`config.mk`:
```
export PLATFORM = sky130hd
export DESIGN_NAME = iir_first_order
export DESIGN_NICKNAME = d
export VERILOG_FILES = /design/src/verilog/servo_pkg.sv /design/src/verilog/iir_first_order.sv
export SDC_FILE = /design/constraint.sdc
export NUM_CORES = 2
export LEC_CHECK = 0
export ABC_AREA = 1
export BUFFER_PORTS_ARGS = -buffer_cell sky130_fd_sc_hd__buf_4
export CORE_AREA = 2 2 381 383
export CTS_CLUSTER_SIZE = 20
export DETAILED_ROUTE_END_ITERATION = 8
export DIE_AREA = 0 0 383 385
export PLACE_DENSITY = 0.44
export SYNTH_ARGS = -nofsm -noshare
export SYNTH_HDL_FRONTEND = slang
export SYNTH_SLANG_ARGS = --single-unit
```
`constraint.sdc`:
```
create_clock -name clk1 -period 13.7 [get_ports clk1]
set_clock_uncertainty 0.05 [all_clocks]
set_input_delay 2.74 -clock clk1 [delete_from_list [all_inputs] [get_ports clk1]]
set_output_delay 2.74 -clock clk1 [all_outputs]
set_load 0.02 [all_outputs]
```
`src/verilog/servo_pkg.sv`:
```
package servo_pkg;

	//////////////////////////////////////////////////////////////////////
	// sample path widths
	//////////////////////////////////////////////////////////////////////

	// raw sample from each adc channel
	localparam int ADC_W = 16;
	// internal filtered signal, adc sample sits in the top bits
	localparam int SIGNAL_W = 24;
	// signed filter coefficient, 65536 is unity
	localparam int COEF_W = 18;
	localparam int COEF_FRAC = 16;
	// fast dac word, top bits of the error
	localparam int DAC_W = 16;

	//////////////////////////////////////////////////////////////////////
	// wishbone register bank
	//////////////////////////////////////////////////////////////////////

	// word address and data widths
	localparam int WB_AW = 4;
	localparam int WB_DW = 32;

	// firmware version, read only at address 0
	localparam logic [WB_DW-1:0] FW_VERSION = 32'h0000_0012;

	// one word per register
	typedef enum logic [WB_AW-1:0] {
		REG_VERSION = 4'd0,
		// filter on bits and afe gain settings
		REG_CONTROL = 4'd1,
		// channel 0 coefficients
		REG_A1_0    = 4'd2,
		REG_B0_0    = 4'd3,
		REG_B1_0    = 4'd4,
		// channel 1 coefficients
		REG_A1_1    = 4'd5,
		REG_B0_1    = 4'd6,
		REG_B1_1    = 4'd7
	} reg_addr_e;

endpackage

```
`src/verilog/iir_first_order.sv`:
```
`timescale 1ns/1ns

module iir_first_order #(
	parameter int ADC_W     = servo_pkg::ADC_W,
	parameter int SIGNAL_W  = servo_pkg::SIGNAL_W,
	parameter int COEF_W    = servo_pkg::COEF_W,
	parameter int COEF_FRAC = servo_pkg::COEF_FRAC
) (
	input  logic                        clk1,
	input  logic                        i_rst_n,
	// filter on, bypass when low
	input  logic                        i_on,
	input  logic signed [COEF_W-1:0]    i_a1,
	input  logic signed [COEF_W-1:0]    i_b0,
	input  logic signed [COEF_W-1:0]    i_b1,
	input  logic signed [ADC_W-1:0]     i_sample,
	input  logic                        i_valid,
	output logic signed [SIGNAL_W-1:0]  o_signal,
	output logic                        o_valid
);

	// adc sample moves to the top of the signal word
	localparam int SHIFT = SIGNAL_W - ADC_W;
	localparam int PROD_W = COEF_W + SIGNAL_W;
	// two guard bits for the three term sum
	localparam int ACC_W = PROD_W + 2;
	localparam logic signed [SIGNAL_W-1:0] SIG_MAX = {1'b0, {(SIGNAL_W-1){1'b1}}};
	localparam logic signed [SIGNAL_W-1:0] SIG_MIN = {1'b1, {(SIGNAL_W-1){1'b0}}};

	logic signed [SIGNAL_W-1:0] xs;
	logic signed [SIGNAL_W-1:0] xs_prev;
	logic signed [PROD_W-1:0]   p_a1;
	logic signed [PROD_W-1:0]   p_b0;
	logic signed [PROD_W-1:0]   p_b1;
	logic signed [ACC_W-1:0]    acc;
	logic signed [ACC_W-1:0]    acc_sh;
	logic                       ovf;
	logic signed [SIGNAL_W-1:0] y_sat;

	//////////////////////////////////////////////////////////////////////
	// y[n] = a1*y[n-1] + b0*x[n] + b1*x[n-1]
	//////////////////////////////////////////////////////////////////////

	assign xs = SIGNAL_W'(i_sample) <<< SHIFT;

	// o_signal doubles as y[n-1]
	assign p_a1 = i_a1 * o_signal;
	assign p_b0 = i_b0 * xs;
	assign p_b1 = i_b1 * xs_prev;
	assign acc = p_a1 + p_b0 + p_b1;

	// drop the coefficient fraction
	assign acc_sh = acc >>> COEF_FRAC;

	// bits above the signal msb must all match the sign
	assign ovf = acc_sh[ACC_W-1:SIGNAL_W-1] != {(ACC_W-SIGNAL_W+1){acc_sh[ACC_W-1]}};

	always_comb begin
		if (!ovf) begin
			y_sat = acc_sh[SIGNAL_W-1:0];
		end else if (acc_sh[ACC_W-1]) begin
			y_sat = SIG_MIN;
		end else begin
			y_sat = SIG_MAX;
		end
	end

	//////////////////////////////////////////////////////////////////////
	// state update
	//////////////////////////////////////////////////////////////////////

	always_ff @(posedge clk1 or negedge i_rst_n) begin
		if (!i_rst_n) begin
			o_signal <= '0;
			xs_prev <= '0;
			o_valid <= 1'b0;
		end else begin
			o_valid <= i_valid;
			if (i_valid) begin
				// history tracks in bypass too
				o_signal <= i_on ? y_sat : xs;
				xs_prev <= xs;
			end
		end
	end

	// output strobe is the input strobe delayed once
	valid_follow_a: assert property (@(posedge clk1) disable iff (!i_rst_n)
		$rose(o_valid) |-> $past(i_valid));

endmodule

```
# Yosys cells after proc, flatten, opt, wreduce, memory -nomap -nowiden
# Cells that the tools add are included.
# word_totals
register_bits	41
in_bits	74
out_inout_bits	25
word_cells	12
# op_classes
addsub	2
multipliers	3
n_eq_ne	1
n_mux	3
# op_table
operator	count
2-to-1 mux 24 bit	3
multiplier 18 x 16 -> 34 bit	2
adder 43 x 42 -> 44 bit	1
adder 42 x 42 -> 43 bit	1
multiplier 18 x 24 -> 42 bit	1
inequality test 4 bit	1

# Depth between registers and ports, before layout
# depth
ltp_word	6
depth_mapped	59
ltp_nobuf	56

# Worst setup path after synthesis
# Ideal clock, no wire load.
# synth_path
path_type	in2reg
start	input port i_sample[7]
end	register o_signal[12]
setup_ns	0.116
arrival_ns	12.930
setup_slack_ns	0.603
stages	55
path_buffers	3
path_cell_list	clkbuf_1 > clkbuf_1 > nand2_1 > fa_1 > inv_1 > fa_1 > inv_1 > fa_1 > inv_1 > fa_1 > fa_1 > inv_1 > fa_1 > inv_1 > ha_1 > nand2_1 > nor2_1 > nand4_1 > [... 19 more ...] > ha_1 > nand2_1 > inv_1 > nand2_1 > nand2_1 > nand2_1 > nand3_1 > nor2_1 > nand4_1 > nand2_4 > nand2_1 > nand2_4 > nand3_4 > nand2_4 > buf_12 > nand3_2 > nand2_1 > nand2_1
# synth_via
elab_chain_cells	6
# synth_lines
element	line_no	text
from (decl)	iir_first_order.sv:16	input logic signed [ADC_W-1:0] i_sample,
multiplier 18 x 16 -> 34 bit *	iir_first_order.sv:48	assign p_b0 = i_b0 * xs;
adder 42 x 42 -> 43 bit *	iir_first_order.sv:50	assign acc = p_a1 + p_b0 + p_b1;
adder 43 x 42 -> 44 bit *	iir_first_order.sv:50	
inequality test 4 bit / 2-to-1 mux 24 bit (equally long branches)	iir_first_order.sv:56, iir_first_order.sv:61	
2-to-1 mux 24 bit *	iir_first_order.sv:59	if (!ovf) begin
2-to-1 mux 24 bit *	iir_first_order.sv:81	o_signal <= i_on ? y_sat : xs;
to (signal assigned)	iir_first_order.sv:81	
to (decl)	iir_first_order.sv:18	output logic signed [SIGNAL_W-1:0] o_signal,
# Mark *: on every way between the ends. The rest lies on a longest branch, timed or not.
# A chain may end at the register's enable or synchronous reset.

# Final worst setup path
# layout_path
start	input port i_sample[10]
end	register o_signal[8]
# The elaborated chain is that of the path after synthesis.

==> reports/metrics.yaml <==
drc: 0
boundaryPins: 99
slowest_delay_ns: 0.55
pre_cts_slack_ns: -0.204
clk_latency_ns: 0.31
dr.first_iter.drc_count: 1495
outcome: "completed"
yosysWarnings: 0
wirelength_um: 129000
numCtsBuffers: 5
nNetsFinal: 6822
grt_overflow: 0
vias: 32000
max_freq_mhz: 76.2
gp_congestion: 0.917
path_clk_slew_ns: 0.07
critical_path_class: "in2reg"
detail_route.wl_per_cell_um: 17.8
ys_ff_latch: 41
h-tree-depth: 2
synth_area_mm2: 0.0428
startpoint_type: "primary input"
finalSetupViolations: 0
dp_cells: 7274
dp_hpwl_um: 112000
core-area_mm2: 0.143
cp.arrival_ns: 13.27
synth_commonest_cells: "inv_1, nand2_1, fa_1"
post_dp_cell_area_mm2: 0.0458
cts_setup_buffers: 0
slew_headroom_pct: 26.2
cts_tree: "yes"
grt_use_total_pct: 18.3
grt_pass1_vias: 36000
clock_path_buffers: 2
io_buffers: 98
die_h_um: 385
root_buffer: "clkbuf_16"
final_core_util_pct: 32.2
yosysUniqueCellTypes: 48
fin_cells: 7284
synth_nets: 6821
slew_violations: 0
min_period_ns: 13.12
start_util_pct: 29.9
die-area_mm2: 0.147
rows: 139
avgSynthCellArea_um2: 7.96
detail_route.vias_per_cell: 4.39
cts.sinks: 41
final_antenna_net_count: 0
grt_antenna_before_repair: 2
path_max_fanout: 14
worst_pin_slew_ns: 1.11
syn2layout_area_growth_pct: 7.57
fill_cells: 15400
ys_seq_area_share_pct: 2.40
ys.flop_type: "dfrtp_1"
crit_path_top_delay_cell: "fa_1"
setup_slack_ns: 0.575
period_share_pct: 95.8
die_w_um: 383
synth_edf_count: 0
cap_violations: 0
synth_top_area_cell: "fa_1"
crit_top_cell: "fa_1"
postSynth.asyncResetShare_pct: 100
synth_top_area_share_pct: 50.7
ys_top_cells_by_area: "fa_1, inv_1, nand2_1"
worst_ep_required_time_ns: 13.85
cts_hold_buf: 0
drive_gt1_share_pct: 6.38
end_kind: "register"
hold_viol: 0
grt_first_pass_wirelength_um: 208000
yosysMostFrequentCell: "inv_1"
grt_max_degree: 42
synthCells: 5377
hold_path_class: "reg2reg"
dr.pass1.iters: 5
fin_area_mm2: 0.0460
## final timing paths
path                       slack (ns)      endpoint          from  cells past startpoint
setup / recovery                 0.58   o_signal[8]  i_sample[10]                     45
hold / removal                   0.44  o_signal[13]  o_signal[13]                      2
setup reg to reg                 2.16   o_signal[8]   xs_prev[15]                     47
hold reg to reg                  0.44  o_signal[13]  o_signal[13]                      2
max in group asynchronous       10.80  o_signal[21]       i_rst_n                      1
min in group asynchronous        2.36       o_valid       i_rst_n                      1
## final cells by class
class	count	area (µm²)	share of cell area (%)
inverters	1739	6530	14.2
clock inverters	3	28.8	0.0625
well taps	1903	2380	5.17
flip-flops and latches	41	1030	2.23
multi-input cells	3374	34300	74.5
repair buffers	217	1660	3.61
clock buffers	5	125	0.272
diodes	2	5.00	0.0109
## what timing repair did
item                       in CTS  in global routing
setup endpoints to repair       0                 24
gates resized for setup         0                 36
hold endpoints to repair        0                  0
## through the flow
step / TNS (ns) / hold WS [ns]
final: 0 / 0.436
after CTS: 0 / 0.436
after floorplan: 0 / 0.604
after global placement: -3.85 / 0.416
after global routing: -0.0654 / 0.461
after detailed placement: -3.65 / 0.416
## cell families after synthesis
logic type               synth area share (%)
AO/OA/AOI/OAI                            2.71
AND/OR/NAND/NOR                          16.1
buffers and inverters                    17.7
flip-flops                               2.40
XOR/XNOR                                 2.01
adder cells (fa/ha/maj)                  59.0
## critical path, delay by kind of cell
kind	cells	cell delay, ns
fa+ha+maj	14	6.53
simple gates	17	2.25
buf+inv	10	1.01
compound gates	3	0.44
xor+xnor	1	0.29
## layout by cell type (no fill, tap or decap), drive strengths merged, types with 5 or more instances in the layout
cell type / netlist / routed
inv: 1736 / 1739
nand2: 1411 / 1411
fa: 1083 / 1083
ha: 287 / 287
buf: 33 / 217
nor2: 122 / 122
a21oi: 118 / 118
nand3: 67 / 67
o21ai: 65 / 65
xor2: 54 / 54
xnor2: 44 / 44
dfrtp: 41 / 41
nand4: 36 / 36
or2: 28 / 28
nor3: 16 / 16
o21bai: 8 / 8
a21o: 6 / 6
clkbuf: 189 / 5
## sequential cells by signal, summed over array words and instances (netlist names)
name / count
o_signal: 24
xs_prev: 16
o_valid: 1
## layer usage
metal	vias to the layer above	share of wire, %	global-route usage [%]	wire (µm)
li1	14900	-	-	-
met4	0	1.8	2.76	2350
met1	16500	45	24.4	58100
met2	484	51	33.3	65500
met3	91	2.6	0.877	3340
met5	-	0	0	0
Power is left out: the tool's default activity adds up to more than one toggle a clock period on the data nets, which glitch-free logic cannot reach.
