**src/verilog/servo_pkg.sv**
```systemverilog
package servo_pkg;

	//////////////////////////////////////////////////////////////////////
	// sample path widths
	//////////////////////////////////////////////////////////////////////

	// raw sample from each adc channel
	localparam int ADC_W = 16;
	// internal filtered signal, adc sample sits in the top bits
	localparam int SIGNAL_W = 24;
	// signed filter coefficient, 65536 is unity
	localparam int COEF_W = 18;
	localparam int COEF_FRAC = 16;
	// fast dac word, top bits of the error
	localparam int DAC_W = 16;

	//////////////////////////////////////////////////////////////////////
	// wishbone register bank
	//////////////////////////////////////////////////////////////////////

	// word address and data widths
	localparam int WB_AW = 4;
	localparam int WB_DW = 32;

	// firmware version, read only at address 0
	localparam logic [WB_DW-1:0] FW_VERSION = 32'h0000_0012;

	// one word per register
	typedef enum logic [WB_AW-1:0] {
		REG_VERSION = 4'd0,
		// filter on bits and afe gain settings
		REG_CONTROL = 4'd1,
		// channel 0 coefficients
		REG_A1_0    = 4'd2,
		REG_B0_0    = 4'd3,
		REG_B1_0    = 4'd4,
		// channel 1 coefficients
		REG_A1_1    = 4'd5,
		REG_B0_1    = 4'd6,
		REG_B1_1    = 4'd7
	} reg_addr_e;

endpackage

```
**src/verilog/channel_diff.sv**
```systemverilog
`timescale 1ns/1ns

module channel_diff #(
	parameter int SIGNAL_W = servo_pkg::SIGNAL_W,
	parameter int DAC_W    = servo_pkg::DAC_W
) (
	input  logic                        clk1,
	input  logic                        i_rst_n,
	input  logic signed [SIGNAL_W-1:0]  i_sig0,
	input  logic signed [SIGNAL_W-1:0]  i_sig1,
	input  logic                        i_valid0,
	input  logic                        i_valid1,
	output logic signed [SIGNAL_W-1:0]  o_error,
	output logic signed [DAC_W-1:0]     o_dac_word,
	output logic                        o_dac_valid
);

	localparam logic signed [SIGNAL_W-1:0] SIG_MAX = {1'b0, {(SIGNAL_W-1){1'b1}}};
	localparam logic signed [SIGNAL_W-1:0] SIG_MIN = {1'b1, {(SIGNAL_W-1){1'b0}}};

	// one extra bit so the subtraction never wraps
	logic signed [SIGNAL_W:0]   diff;
	logic signed [SIGNAL_W-1:0] diff_sat;
	logic                       valid;

	assign valid = i_valid0 & i_valid1;
	assign diff = i_sig0 - i_sig1;

	// top two bits disagree on overflow
	always_comb begin
		if (diff[SIGNAL_W] == diff[SIGNAL_W-1]) begin
			diff_sat = diff[SIGNAL_W-1:0];
		end else if (diff[SIGNAL_W]) begin
			diff_sat = SIG_MIN;
		end else begin
			diff_sat = SIG_MAX;
		end
	end

	always_ff @(posedge clk1 or negedge i_rst_n) begin
		if (!i_rst_n) begin
			o_error <= '0;
			o_dac_valid <= 1'b0;
		end else begin
			o_dac_valid <= valid;
			if (valid) begin
				o_error <= diff_sat;
			end
		end
	end

	// dac takes the msbs of the error
	assign o_dac_word = o_error[SIGNAL_W-1 -: DAC_W];

	// both filters share one strobe and one latency
	valid_pair_a: assert property (@(posedge clk1) disable iff (!i_rst_n)
		i_valid0 == i_valid1);

endmodule

```
**config.mk**
```make
export PLATFORM = sky130hd
export DESIGN_NAME = channel_diff
export DESIGN_NICKNAME = d
export VERILOG_FILES = /design/src/verilog/servo_pkg.sv /design/src/verilog/channel_diff.sv
export SDC_FILE = /design/constraint.sdc
export NUM_CORES = 1
export LEC_CHECK = 0
export BUFFER_PORTS_ARGS = -buffer_cell sky130_fd_sc_hd__buf_2
export CORE_ASPECT_RATIO = 1.2
export CORE_MARGIN = 5
export CORE_UTILIZATION = 35
export CTS_CLUSTER_SIZE = 8
export DETAILED_ROUTE_END_ITERATION = 12
export PLACE_DENSITY_LB_ADDON = 0.25
export SLEW_MARGIN = 15
export SYNTH_ARGS = -nofsm -noshare
export SYNTH_HDL_FRONTEND = slang
export SYNTH_SLANG_ARGS = --single-unit
```
**constraint.sdc**
```tcl
create_clock -name clk1 -period 0.8 [get_ports clk1]
set_input_delay 0 -clock clk1 [delete_from_list [all_inputs] [get_ports clk1]]
set_output_delay 0 -clock clk1 [all_outputs]
set_load 0.01 [all_outputs]
```
---- After elaboration in Yosys (flattened, before gate mapping) ----
Index checks and enable logic that the tools add are counted.
word-level totals
  bits in registers ....................... 25
  input port bits ......................... 52
  output and inout port bits .............. 41
cells by class
  add/sub/neg operators ................... 1
  eq/ne operators ......................... 1
  multiplexer cells ....................... 2
  bitwise gates (word level) .............. 1
operator list
  operator                      count
  2-to-1 mux 24 bit             2
  subtractor 24 x 24 -> 25 bit  1
  AND 1 bit                     1
  equality test 1 bit           1

---- Depth between registers and ports, before layout ----
  depth in word-level cells ............... 3
  depth in mapped cells ................... 13
  mapped depth without buffers ............ 12

---- Worst setup path before layout ----
Ideal clock, no wire load.
  kind .................................... input to register
  start ................................... input port i_sig0[0]
  end ..................................... register o_error[21]
  arrival ................................. 2244 ps
  setup slack ............................. -1577 ps
  stages on the path ...................... 13
  cell sequence ........................... inv_1 > ha_1 > inv_1 > fa_1 > a211oi_1 > o211ai_2 > a21oi_1 > a2111oi_2 > nor4_4 > o311ai_4 > nor2_2 > buf_6 > a21oi_2
on the way
  cells in the longest elaborated chain, start to end .. 3
  elaborated cells between the ends (all ways) .. 4
  classes of those cells .................. add/sub (1); eq/ne (1); mux (2)
RTL lines
  item                                                             line                                    text
  start: declaration                                               channel_diff.sv:9                       input logic signed [SIGNAL_W-1:0] i_sig0,
  subtractor 24 x 24 -> 25 bit *                                   channel_diff.sv:27                      assign diff = i_sig0 - i_sig1;
  2-to-1 mux 24 bit / equality test 1 bit (equally long branches)  channel_diff.sv:33, channel_diff.sv:31
  2-to-1 mux 24 bit *                                              channel_diff.sv:31                      if (diff[SIGNAL_W] == diff[SIGNAL_W-1]) begin
  end signal: assignment                                           channel_diff.sv:47                      o_error <= diff_sat;
  end: declaration                                                 channel_diff.sv:13                      output logic signed [SIGNAL_W-1:0] o_error,
Every way passes the cells marked *; elsewhere a longest branch is shown, timed or not.
A chain may end at the register's enable or synchronous reset.

---- Worst setup path after layout ----
  start ................................... input port i_sig0[0]
  end ..................................... register o_error[13]
The elaborated chain is that of the path after synthesis.

==> impl_metrics.tcl <==
set metrics [dict create \
    violations "negative setup slack" \
    place.gp.congestion 0.8092 \
    grt_pass1_vias 2796 \
    cp_num_buf_inv 5 \
    fin_cells 575 \
    ys_warn_count 0 \
    numCtsBuffers 3 \
    dieArea_um2 9236 \
    nNetsFinal 563 \
    cts_tree "built" \
    synth_top_cell_by_area "dfrtp_1" \
    finalCriticalPeriod_ns 2.089 \
    post_drt_wl_per_cell_um 12.43 \
    power.internal_uw 3705 \
    grt_use_total 0.1549 \
    core_area_um2 7232 \
    cp-start-kind "primary input" \
    rows 34 \
    syn_inst 321 \
    cp_max_fo 5 \
    finalMaxSlewViolations 0 \
    ys_async_sr_fraction 1.000 \
    cap_violations 0 \
    netlist_area_um2 2592 \
    final-seq-area_um2 625.6 \
    io_pins 93 \
    power.share.clock 0.122 \
    multiInputGateArea_um2 1832 \
    worst_setup_path_end_kind "flop" \
    numClockSinks 25 \
    synth_ff_type "dfrtp_1" \
    sw_frac_of_total 0.3876 \
    rsz0062_at_grt "true" \
    relSlewSlack 0.7491 \
    ys_ff_latch 25 \
    pwr-share-seq 0.288 \
    power_density_nw_per_um2 1515 \
    drt_iter0_drc 92 \
    start_util 0.3585 \
    r2r_cells 3 \
    n_antenna_cell 0 \
    switching_power_uw 2345 \
    critPathKind "primary input to flop" \
    drtAntennaViolNets 0 \
    combPwrFrac 0.590 \
    critPathSlowestCell "fa_2" \
    vias 2715 \
    status "complete, but fails checks" \
    ys_top_cells_by_count "33 x nand2_1, 32 x nor2_1, 30 x inv_1" \
    crit_family "compound AO/OA/AOI/OAI gates" \
    peakVddDrop_mv 1.069 \
    setup_violations 58 \
    overflow 0 \
    crit_required_ns 0.96 \
    skew_ns 0 \
    syn_nets 398 \
    die_h_um 104.3 \
    path_cells "buf_8 > inv_12 > ha_4 > inv_2 > fa_2 > a211oi_2 > o211ai_2 > a21oi_2 > a2111oi_4 > nor4_4 > buf_4 > o311ai_4 > nor2_4 > bufbuf_16 > a21oi_2" \
    wl_um 7150 \
    layout_worst_path_cycle_share 2.612 \
    root_buffer "clkbuf_8" \
    cts_max_level 1 \
    hp-class "primary input to flop" \
    fp.dieW_um 88.57 \
    drive_above_1_share 0.5113 \
    synth_top_area_frac 0.2413 \
    insertion_delay_ns 0.27 \
    cts.path.max_buffers 2 \
    n_fill_cell 725 \
    io_buffers 92 \
    synth_area_per_cell_um2 8.076 \
    hold_viol 0 \
    drt_pre_antenna_iters 4 \
    dp_cells 556 \
    grt_pass1_wl_um 11840 \
    synth_most_common_cell "nand2_1" \
    leakage_uw 0.001961 \
    synth_cell_types 54 \
    cp.arrival_ns 2.25 \
    synth_top_cells_by_area "dfrtp_1 24%, ha_1 12%, a21oi_2 6.8%, buf_4 5.2%, a21oi_1 4.8%" \
    cp.depth 15 \
    clk_pin_slew_ns 0.08 \
    seq_area_frac_synth 0.2413 \
    grt_max_degree 26 \
    worst_pin_slew_ns 0.3732 \
    worst_slack_ns -1.289 \
    dp_hpwl_um 5811 \
    antenna_found_initial 0 \
    crit_top_cell "a21oi_2" \
    synth_edf_count 0 \
    min_path_cells 4 \
    drc 0 \
    area_growth_pct 54.05 \
    slowest_delay_ns 0.34 \
    utilization 0.5522 \
    routed_via_density 4.722 \
    fmax_mhz 478.6 \
]
==> metal layers <==
layer,vias to the layer above,wire (µm),GRT usage,share of wire
met2,63,3638,0.2733,0.51
met1,1221,3098,0.1968,0.43
li1,1425,-,-,-
met3,6,323,0.01030,0.045
met5,-,0,0,0
met4,0,90,0.04752,0.013
==> worst register-to-register path, cell delays in order (launching register included) <==
cell,delay (ns)
dfrtp_1,0.40
buf_4,0.14
nor2_1,0.11
a31oi_1,0.05
==> final cells by class <==
type | count | share of cell area
Multi-Input combinational cell | 239 | 0.4586
Timing Repair Buffer | 186 | 0.3127
Sequential cell | 25 | 0.1566
Inverter | 31 | 0.03227
Tap cell | 90 | 0.02820
Clock buffer | 3 | 0.01034
Clock inverter | 1 | 0.001253
==> state kept, by name, indices dropped and copies added, names as in the netlist <==
register and flops:
o_dac_valid 1, o_error 24
==> what timing repair did <==
item / 4_1_cts / 5_1_grt
pin swaps: 6 / 1
hold buffers: 1 / 0
endpoints found under the setup margin: 62 / 64
cloned: 2 / 0
setup buffers: 12 / 3
hold endpoints to repair: 25 / 0
resized for setup: 22 / 11
==> stage by stage <==
stage	power (µW)	setup TNS, ns	hold slack (ns)	cell area (µm²)	setup slack [ns]
4_1_cts	6063	-30.62	0.1692	3971	-1.291
6_report	6050	-29.84	0.1612	3994	-1.289
5_1_grt	6492	-33.50	0.1752	3994	-1.390
2_1_floorplan	3841	-31.28	-0.2956	2656	-1.336
3_5_place_dp	5033	-37.82	-0.002961	3657	-1.612
3_3_place_gp	4972	-36.09	-0.002203	3657	-1.539
==> power by group through the flow <==
stage	logic, µW	clock network (µW)	registers (µW)
final	3570	739	1740
after global routing	3920	780	1790
after floorplan	1940	0	1900
after global placement	3210	0	1760
after detailed placement	3260	0	1780
after CTS	3560	757	1750
==> path summary, 6_finish.rpt <==
path	from	endpoint	slack [ns]
setup / recovery	i_sig0[0]	o_error[13]	-1.29
hold / removal	i_sig1[0]	o_error[0]	0.16
setup reg to reg	o_error[23]	o_error[23]	-0.01
hold reg to reg	o_error[7]	o_error[7]	0.52
max in group asynchronous	i_rst_n	o_error[22]	0.33
min in group asynchronous	i_rst_n	o_error[5]	0.23
==> cells in the final DEF (no fill, tap or decap), types with 2 or more instances in the layout <==
| master | count |
|---|---|
| a211oi_2 | 2 |
| inv_2 | 3 |
| ha_1 | 16 |
| o21ai_1 | 2 |
| buf_4 | 88 |
| inv_1 | 27 |
| buf_12 | 2 |
| o31ai_1 | 2 |
| o21a_1 | 7 |
| xnor2_1 | 10 |
| a21oi_2 | 27 |
| ha_4 | 7 |
| a21o_1 | 6 |
| nor2_1 | 30 |
| a21boi_0 | 2 |
| xor2_1 | 7 |
| buf_2 | 89 |
| nand2_1 | 32 |
| a31oi_1 | 6 |
| clkbuf_8 | 3 |
| buf_6 | 4 |
| o211ai_1 | 3 |
| nand3_1 | 8 |
| a21oi_1 | 18 |
| or2_2 | 2 |
| o21ai_0 | 12 |
| nand2b_1 | 4 |
| nor2_4 | 2 |
| nor3_1 | 5 |
| dfrtp_1 | 25 |
==> cell families (layout without fill, tap and decap cells) <==
kind of cell,Yosys count,after routing,share of synthesized area
AO/OA/AOI/OAI,101,101,0.2852
XOR/XNOR,17,17,0.05743
adder cells (fa/ha/maj),25,25,0.1236
buffers and inverters,57,221,0.1182
flip-flops,25,25,0.2413
AND/OR/NAND/NOR,96,96,0.1742
Power figures use the tool's default switching activity.
