--- src/verilog/servo_pkg.sv ---
package servo_pkg;

	//////////////////////////////////////////////////////////////////////
	// sample path widths
	//////////////////////////////////////////////////////////////////////

	// raw sample from each adc channel
	localparam int ADC_W = 16;
	// internal filtered signal, adc sample sits in the top bits
	localparam int SIGNAL_W = 24;
	// signed filter coefficient, 65536 is unity
	localparam int COEF_W = 18;
	localparam int COEF_FRAC = 16;
	// fast dac word, top bits of the error
	localparam int DAC_W = 16;

	//////////////////////////////////////////////////////////////////////
	// wishbone register bank
	//////////////////////////////////////////////////////////////////////

	// word address and data widths
	localparam int WB_AW = 4;
	localparam int WB_DW = 32;

	// firmware version, read only at address 0
	localparam logic [WB_DW-1:0] FW_VERSION = 32'h0000_0012;

	// one word per register
	typedef enum logic [WB_AW-1:0] {
		REG_VERSION = 4'd0,
		// filter on bits and afe gain settings
		REG_CONTROL = 4'd1,
		// channel 0 coefficients
		REG_A1_0    = 4'd2,
		REG_B0_0    = 4'd3,
		REG_B1_0    = 4'd4,
		// channel 1 coefficients
		REG_A1_1    = 4'd5,
		REG_B0_1    = 4'd6,
		REG_B1_1    = 4'd7
	} reg_addr_e;

endpackage

--- src/verilog/servo_regs.sv ---
`timescale 1ns/1ns

module servo_regs #(
	parameter int COEF_W = servo_pkg::COEF_W
) (
	input  logic                          clk1,
	input  logic                          i_rst_n,
	// wishbone classic slave
	input  logic                          i_wb_cyc,
	input  logic                          i_wb_stb,
	input  logic                          i_wb_we,
	input  logic [servo_pkg::WB_AW-1:0]   i_wb_adr,
	input  logic [servo_pkg::WB_DW-1:0]   i_wb_dat,
	output logic [servo_pkg::WB_DW-1:0]   o_wb_dat,
	output logic                          o_wb_ack,
	// filter configuration
	output logic                          o_filt_on0,
	output logic                          o_filt_on1,
	output logic signed [COEF_W-1:0]      o_a1_0,
	output logic signed [COEF_W-1:0]      o_b0_0,
	output logic signed [COEF_W-1:0]      o_b1_0,
	output logic signed [COEF_W-1:0]      o_a1_1,
	output logic signed [COEF_W-1:0]      o_b0_1,
	output logic signed [COEF_W-1:0]      o_b1_1,
	// front end gain codes
	output logic [1:0]                    o_afe_gain0,
	output logic [1:0]                    o_afe_gain1
);

	import servo_pkg::*;

	// a1, b0, b1 for channel 0 then channel 1
	localparam int NUM_COEF = 6;

	reg_addr_e                 addr;
	logic                      wb_req;
	logic                      wb_new;
	logic [2:0]                coef_sel;
	logic [5:0]                ctrl_q;
	logic signed [COEF_W-1:0]  coef_q [NUM_COEF];
	logic [WB_DW-1:0]          rd_data;

	//////////////////////////////////////////////////////////////////////
	// bus decode
	//////////////////////////////////////////////////////////////////////

	assign addr = reg_addr_e'(i_wb_adr);
	assign wb_req = i_wb_cyc & i_wb_stb;
	// first cycle of a request, not the ack cycle
	assign wb_new = wb_req & ~o_wb_ack;
	// coefficient slot, only meaningful for addresses 2..7
	assign coef_sel = 3'(addr - REG_A1_0);

	// single cycle ack, write lands on the same edge
	always_ff @(posedge clk1 or negedge i_rst_n) begin
		if (!i_rst_n) begin
			o_wb_ack <= 1'b0;
			ctrl_q <= '0;
			for (int i = 0; i < NUM_COEF; i++) begin
				coef_q[i] <= '0;
			end
		end else begin
			o_wb_ack <= wb_new;
			if (wb_new && i_wb_we) begin
				case (addr)
					REG_CONTROL: begin
						ctrl_q <= i_wb_dat[5:0];
					end
					REG_A1_0, REG_B0_0, REG_B1_0,
					REG_A1_1, REG_B0_1, REG_B1_1: begin
						// keep the low COEF_W bits
						coef_q[coef_sel] <= i_wb_dat[COEF_W-1:0];
					end
					// version and holes are read only
					default: begin
					end
				endcase
			end
		end
	end

	//////////////////////////////////////////////////////////////////////
	// read back
	//////////////////////////////////////////////////////////////////////

	always_comb begin
		case (addr)
			REG_VERSION: begin
				rd_data = FW_VERSION;
			end
			REG_CONTROL: begin
				rd_data = {{(WB_DW-6){1'b0}}, ctrl_q};
			end
			REG_A1_0, REG_B0_0, REG_B1_0,
			REG_A1_1, REG_B0_1, REG_B1_1: begin
				// sign extend to bus width
				rd_data = {{(WB_DW-COEF_W){coef_q[coef_sel][COEF_W-1]}}, coef_q[coef_sel]};
			end
			default: begin
				rd_data = '0;
			end
		endcase
	end

	// held through the ack cycle
	always_ff @(posedge clk1) begin
		if (wb_new) begin
			o_wb_dat <= rd_data;
		end
	end

	//////////////////////////////////////////////////////////////////////
	// configuration out
	//////////////////////////////////////////////////////////////////////

	assign o_filt_on0 = ctrl_q[0];
	assign o_filt_on1 = ctrl_q[1];
	assign o_a1_0 = coef_q[0];
	assign o_b0_0 = coef_q[1];
	assign o_b1_0 = coef_q[2];
	assign o_a1_1 = coef_q[3];
	assign o_b0_1 = coef_q[4];
	assign o_b1_1 = coef_q[5];

	// board gain control is inverted
	assign o_afe_gain0 = 2'd3 - ctrl_q[3:2];
	assign o_afe_gain1 = 2'd3 - ctrl_q[5:4];

	// ack drops for at least one cycle between transfers
	ack_gap_a: assert property (@(posedge clk1) disable iff (!i_rst_n)
		o_wb_ack |=> !o_wb_ack);

endmodule

--- config.mk ---
export PLATFORM = sky130hd
export DESIGN_NAME = servo_regs
export DESIGN_NICKNAME = d
export VERILOG_FILES = /design/src/verilog/servo_pkg.sv /design/src/verilog/servo_regs.sv
export SDC_FILE = /design/constraint.sdc
export NUM_CORES = 1
export LEC_CHECK = 0
export ABC_AREA = 1
export BUFFER_PORTS_ARGS = -buffer_cell sky130_fd_sc_hd__buf_2
export CORE_ASPECT_RATIO = 0.9
export CORE_MARGIN = 4
export CORE_UTILIZATION = 56
export DETAILED_ROUTE_END_ITERATION = 8
export PLACE_DENSITY = 0.87
export SETUP_SLACK_MARGIN = 0.3
export SYNTH_ARGS = -nofsm -noshare
export SYNTH_HDL_FRONTEND = slang
export SYNTH_SLANG_ARGS = --single-unit
--- constraint.sdc ---
create_clock -name clk1 -period 2.81 [get_ports clk1]
set_clock_uncertainty 0.15 [all_clocks]
set_input_delay 0.1405 -clock clk1 [delete_from_list [all_inputs] [get_ports clk1]]
set_output_delay 0.1405 -clock clk1 [all_outputs]
set_load 0.03 [all_outputs]
Word level (Yosys, flattened, before mapping):

Cells that the tools add are included.

* output and inout bits: 147
* word-level logic and storage cells: 38
* register bits after elaboration: 147
* bits of input ports: 41

* reductions and logical operators: 6
* order comparisons: 2
* add/sub/neg operators: 3
* eq/ne operators: 7
* multiplexer cells: 7
* bitwise gates (word level): 4

Operators by type and width (number)
* 108-bit bitwise mux: 1
* 32-bit case mux with 3 select lines: 1
* 18-bit binary-select mux with 3-bit select: 1
* 18-bit demux with 3-bit select: 1
* 18-bit 2-to-1 mux: 3
* 4-bit by 3-bit == test with 1-bit output, second input constant: 4
* 4-bit by 2-bit == test with 1-bit output, second input constant: 2
* 6-bit OR reduction: 1
* 4-bit by 1-bit == test with 1-bit output, second input constant: 1
* 4-bit >= comparator, second input constant: 1
* 4-bit logical NOT: 1
* 4-bit by 1-bit less-than comparator with 1-bit output, second input constant: 1
* 3-bit inverter with 4-bit output: 1
* 2-bit AND reduction: 2
* 2-bit subtractor, first input constant: 2
* 3-bit by 2-bit subtractor with 3-bit output, second input constant: 1
* 1-bit bitwise AND: 2
* 1-bit logical AND: 2
* 1-bit inverter: 1

Longest topological paths before layout:

* depth after elaboration: 7
* depth in mapped cells: 11
* depth with buffers taken out: 9

Least setup slack after synthesis:

No wires, ideal clock.

* path kind: input port to flip-flop
* start: in i_wb_adr[1] in the netlist's numbering
* end: reg o_wb_dat[10] in the netlist's numbering (data pin)
* library setup time: 0.270 ns
* data required time: 2.390 ns
* arrival time: 1.356 ns
* stages on the path: 8
* path buffers: 4
* slack: 1.033 ns
* cells stage by stage: buf_6 -> buf_4 -> inv_1 -> ha_1 -> buf_2 -> clkinv_1 -> clkbuf_1 -> a21oi_1

* longest elaborated chain between the ends: 6
* elaborated cells between the ends (all ways): 15
* classes of those cells: add/sub (1); eq/ne (7); mux (4); bitwise (1); reduce/logical (2)

RTL lines
* start, declared: line servo_regs.sv:12 `input logic [servo_pkg::WB_AW-1:0] i_wb_adr,`
* 3-bit by 2-bit subtractor with 3-bit output: line servo_regs.sv:52 `assign coef_sel = 3'(addr - REG_A1_0);`
* 3-bit inverter with 4-bit output (not written as such): line servo_regs.sv:97 `rd_data = {{(WB_DW-COEF_W){coef_q[coef_sel][COEF_W-1]}}, coef_q[coef_sel]};`
* 18-bit binary-select mux with 3-bit select: line servo_regs.sv:97
* 18-bit 2-to-1 mux (not written as such) (2 in series): line servo_regs.sv:97
* 32-bit case mux with 3 select lines *: line servo_regs.sv:87 `case (addr)`
* end signal, assigned: line servo_regs.sv:108 `o_wb_dat <= rd_data;`
* end, declared: line servo_regs.sv:14 `output logic [servo_pkg::WB_DW-1:0] o_wb_dat,`

Mark *: on every way between the ends. The rest lies on a longest branch, timed or not. The select of a mux whose other input is x is not followed.
A chain may end at the register's enable or synchronous reset.

Worst setup path in the final report:

* start: in i_wb_adr[1] in the netlist's numbering
* end: reg o_wb_dat[3] in the netlist's numbering (data pin)

The elaborated chain is that of the path after synthesis.

==> flow_summary_export.csv <==
group,metric,value,unit
cts,insertion_delay,0.40,ns
cts,post_cts_buffers,0,
sta,fin_crit,1.701,ns
sta,slew_viol_final,0,
sta,clock.fmax,0.5880,GHz
worst_hold_path,hp-class,"input pin to asynchronous set/reset pin",
place,gp_congestion,0.9127,
worst_setup_path,crit_type,"input pin to flop",
cts,clkTransAtPathRegs,0.06,ns
worst_setup_path,path_max_fanout,18,
die,ios,188,
cts,cts_tree,"done",
sta,tightest_slew,0.7781,ns
worst_setup_path,worst_setup_path_end_kind,"flop",
cts,cts_made_buffers,17,
global_routing,grt_start_max_net_pins,61,
detailed_routing,wl_per_cell,16.47,um
detailed_routing,dr.pass1.iters,5,
power,powerDensity,730.1,nW/um^2
sta,report.final.setup_viol,0,
cts,htreeDepth,4,
place,numPortBuffers,173,
die,rows,36,
synth,postSynthAreaPerCell,8.588,um^2
finish,antenna_cells,0,
detailed_routing,drc,0,
finish,final_common_cell,"nand2_1",
power,ir_worst_vdd,432.6,uV
die,die_w,120.4,um
synth,synth_area,6372,um^2
sta,grt_setup_unrepaired,"no",
sta,fin_hold_ws,0.2088,ns
cts,ctsResizeCount,0,
status,outcome,"finished clean",
synth,synth-warning-count,0,
place,hpwl,12.38,mm
worst_setup_path,reg2reg_from,"o_wb_ack$_DFF_PN0_",
worst_setup_path,required,2.82,ns
finish,fill_cells,863,
die,die_area,13150,um^2
worst_setup_path,cp-startpoint,"i_wb_adr[1]",
global_routing,grt_pass1_vias,5061,
synth,yosysSeqAreaShare,53.64,%
worst_setup_path,crit_path_start_kind,"input pin",
detailed_routing,num_vias,5687,
finish,nNetsFinal,951,
synth,synth_seq_cells,133,
sta,hold_viol,0,
global_routing,grt_pass1_wl,27.44,mm
detailed_routing,vias_per_cell,5.305,
finish,drive_gt1_share,25.76,%
global_routing,grt_usage,27.05,%
cts,clk_path_buf_depth,2,
sta,finalCritPeriodShare,60.52,%
detailed_routing,routed_wl,17.65,mm
worst_setup_path,r2r_slack,1.15,ns
sta,timing.setup.tns,0,ns
die,fp.dieH,109.2,um
global_routing,overflow,0,
power,power.leakage,4.085,nW
cts,cts_num_sinks,133,
detailed_routing,ant_nets,0,
synth,synth_cells,742,
power,total_power,5.750,mW
cts,cts_root_buf,"clkbuf_16",
global_routing,antenna_found_initial,0,
detailed_routing,drtIter0Drc,552,
sta,slew_headroom,48.13,%
die,start_util,57.98,%
die,coreArea,10990,um^2
worst_setup_path,crit_arrival,1.71,ns
synth,netlist-cell-type-count,26,
flow_run,max_cap_violations,0,
finish,areaGrowthSynthToFinish,23.60,%
synth,syn-num-nets,786,
finish,final_cell_mix,"nand2_1, buf_2, dfrtp_1",
==> state kept, by name, summed over array words and instances (netlist names) <==
name,cells
o_b0_1,18
o_b0_0,18
o_wb_ack,1
o_a1_1,18
o_b1_1,18
ctrl_q,6
o_wb_dat,18
o_b1_0,18
o_a1_0,18
==> timing repair <==
item	4_1_cts	5_1_grt
endpoints found under the setup margin	0	0
hold endpoints to repair	169	0
hold buffers	19	0
==> cell families (layout without fill, tap and decap cells) <==
kind of cell	after synthesis	in the layout	share of synthesized area, %
buf+inv	143	321	11.88
simple gates	299	299	20.13
flops	133	133	53.64
fa+ha+maj	3	3	0.5891
compound gates	164	164	13.76
==> worst paths after layout <==
| check | cells after the start | to |
|---|---|---|
| min | 2 | o_b1_1[4]$_DFFE_PN0P_ |
| max reg2reg | 6 | o_b1_1[11]$_DFFE_PN0P_ |
| min reg2reg | 2 | o_b1_0[7]$_DFFE_PN0P_ |
| max in group asynchronous | 3 | o_b1_0[8]$_DFFE_PN0P_ |
| min in group clk1 | 3 | o_wb_ack$_DFF_PN0_ |
| max | 8 | o_wb_dat[3]$_SDFFCE_PN0N_ |
==> worst max-delay path: stages <==
cell,delay [ns]
buf_2,0.30
inv_1,0.10
ha_1,0.32
clkinv_1,0.43
nand2_1,0.20
nand2_1,0.06
nand2_1,0.09
nand2_1,0.06
==> per-stage QoR <==
step / area (um^2) / utilization [%] / setup WS, ns / std cells
2_1_floorplan: 6372 / - / 1.033 / 742
3_3_place_gp: 7079 / 64.41 / 0.7234 / 1021
3_5_place_dp: 7079 / 64.41 / 0.7159 / 1021
4_1_cts: 7876 / 71.66 / 1.115 / 1072
5_1_grt: 7876 / 71.66 / 0.9529 / 1072
6_report: 7876 / 71.66 / 1.109 / 1072
==> routing by layer <==
metal	GRT usage, %	vias to the layer above	routed length, um
li1	-	2693	-
met1	40.76	2633	7779
met2	40.17	334	7888
met3	4.979	27	1606
met4	8.091	0	376
met5	0	-	0
==> Yosys cell counts <==
library cell	count	area (um^2)
clkinv_1	1	3.750
inv_2	1	3.750
a21oi_1	14	70.07
buf_4	23	172.7
nor3_1	1	5.000
buf_6	16	180.2
nand4_4	1	21.27
nor2_4	1	11.26
nand3_1	42	210.2
nand2_4	5	56.30
nor2_2	1	6.260
nor2_8	1	20.02
inv_1	87	326.6
ha_1	3	37.54
o21ai_4	1	16.27
o21ai_1	99	495.5
nor3_4	2	32.53
o21ai_0	38	190.2
clkbuf_1	5	18.77
o21ai_2	12	105.1
inv_4	1	6.260
dfrtp_1	115	2878
edfxtp_1	18	540.5
nand2_1	225	844.6
nor2_1	20	75.07
buf_2	9	45.04
==> where the power goes <==
| part | total [mW] | internal, mW | switching [mW] |
|---|---|---|---|
| sequential | 2.30 | 2.15 | 0.154 |
| clock | 2.26 | 1.41 | 0.858 |
| combinational | 1.18 | 0.335 | 0.850 |
==> cell type report <==
class	count	area, um^2	area share [%]
Clock buffer	18	429.2	5.449
Clock inverter	14	177.7	2.256
Inverter	90	340.3	4.321
Multi-Input combinational cell	466	2197	27.90
Sequential cell	133	3418	43.40
Tap cell	152	190.2	2.415
Timing Repair Buffer	199	1124	14.27
No activity file was read; power rests on OpenSTA's default activity.
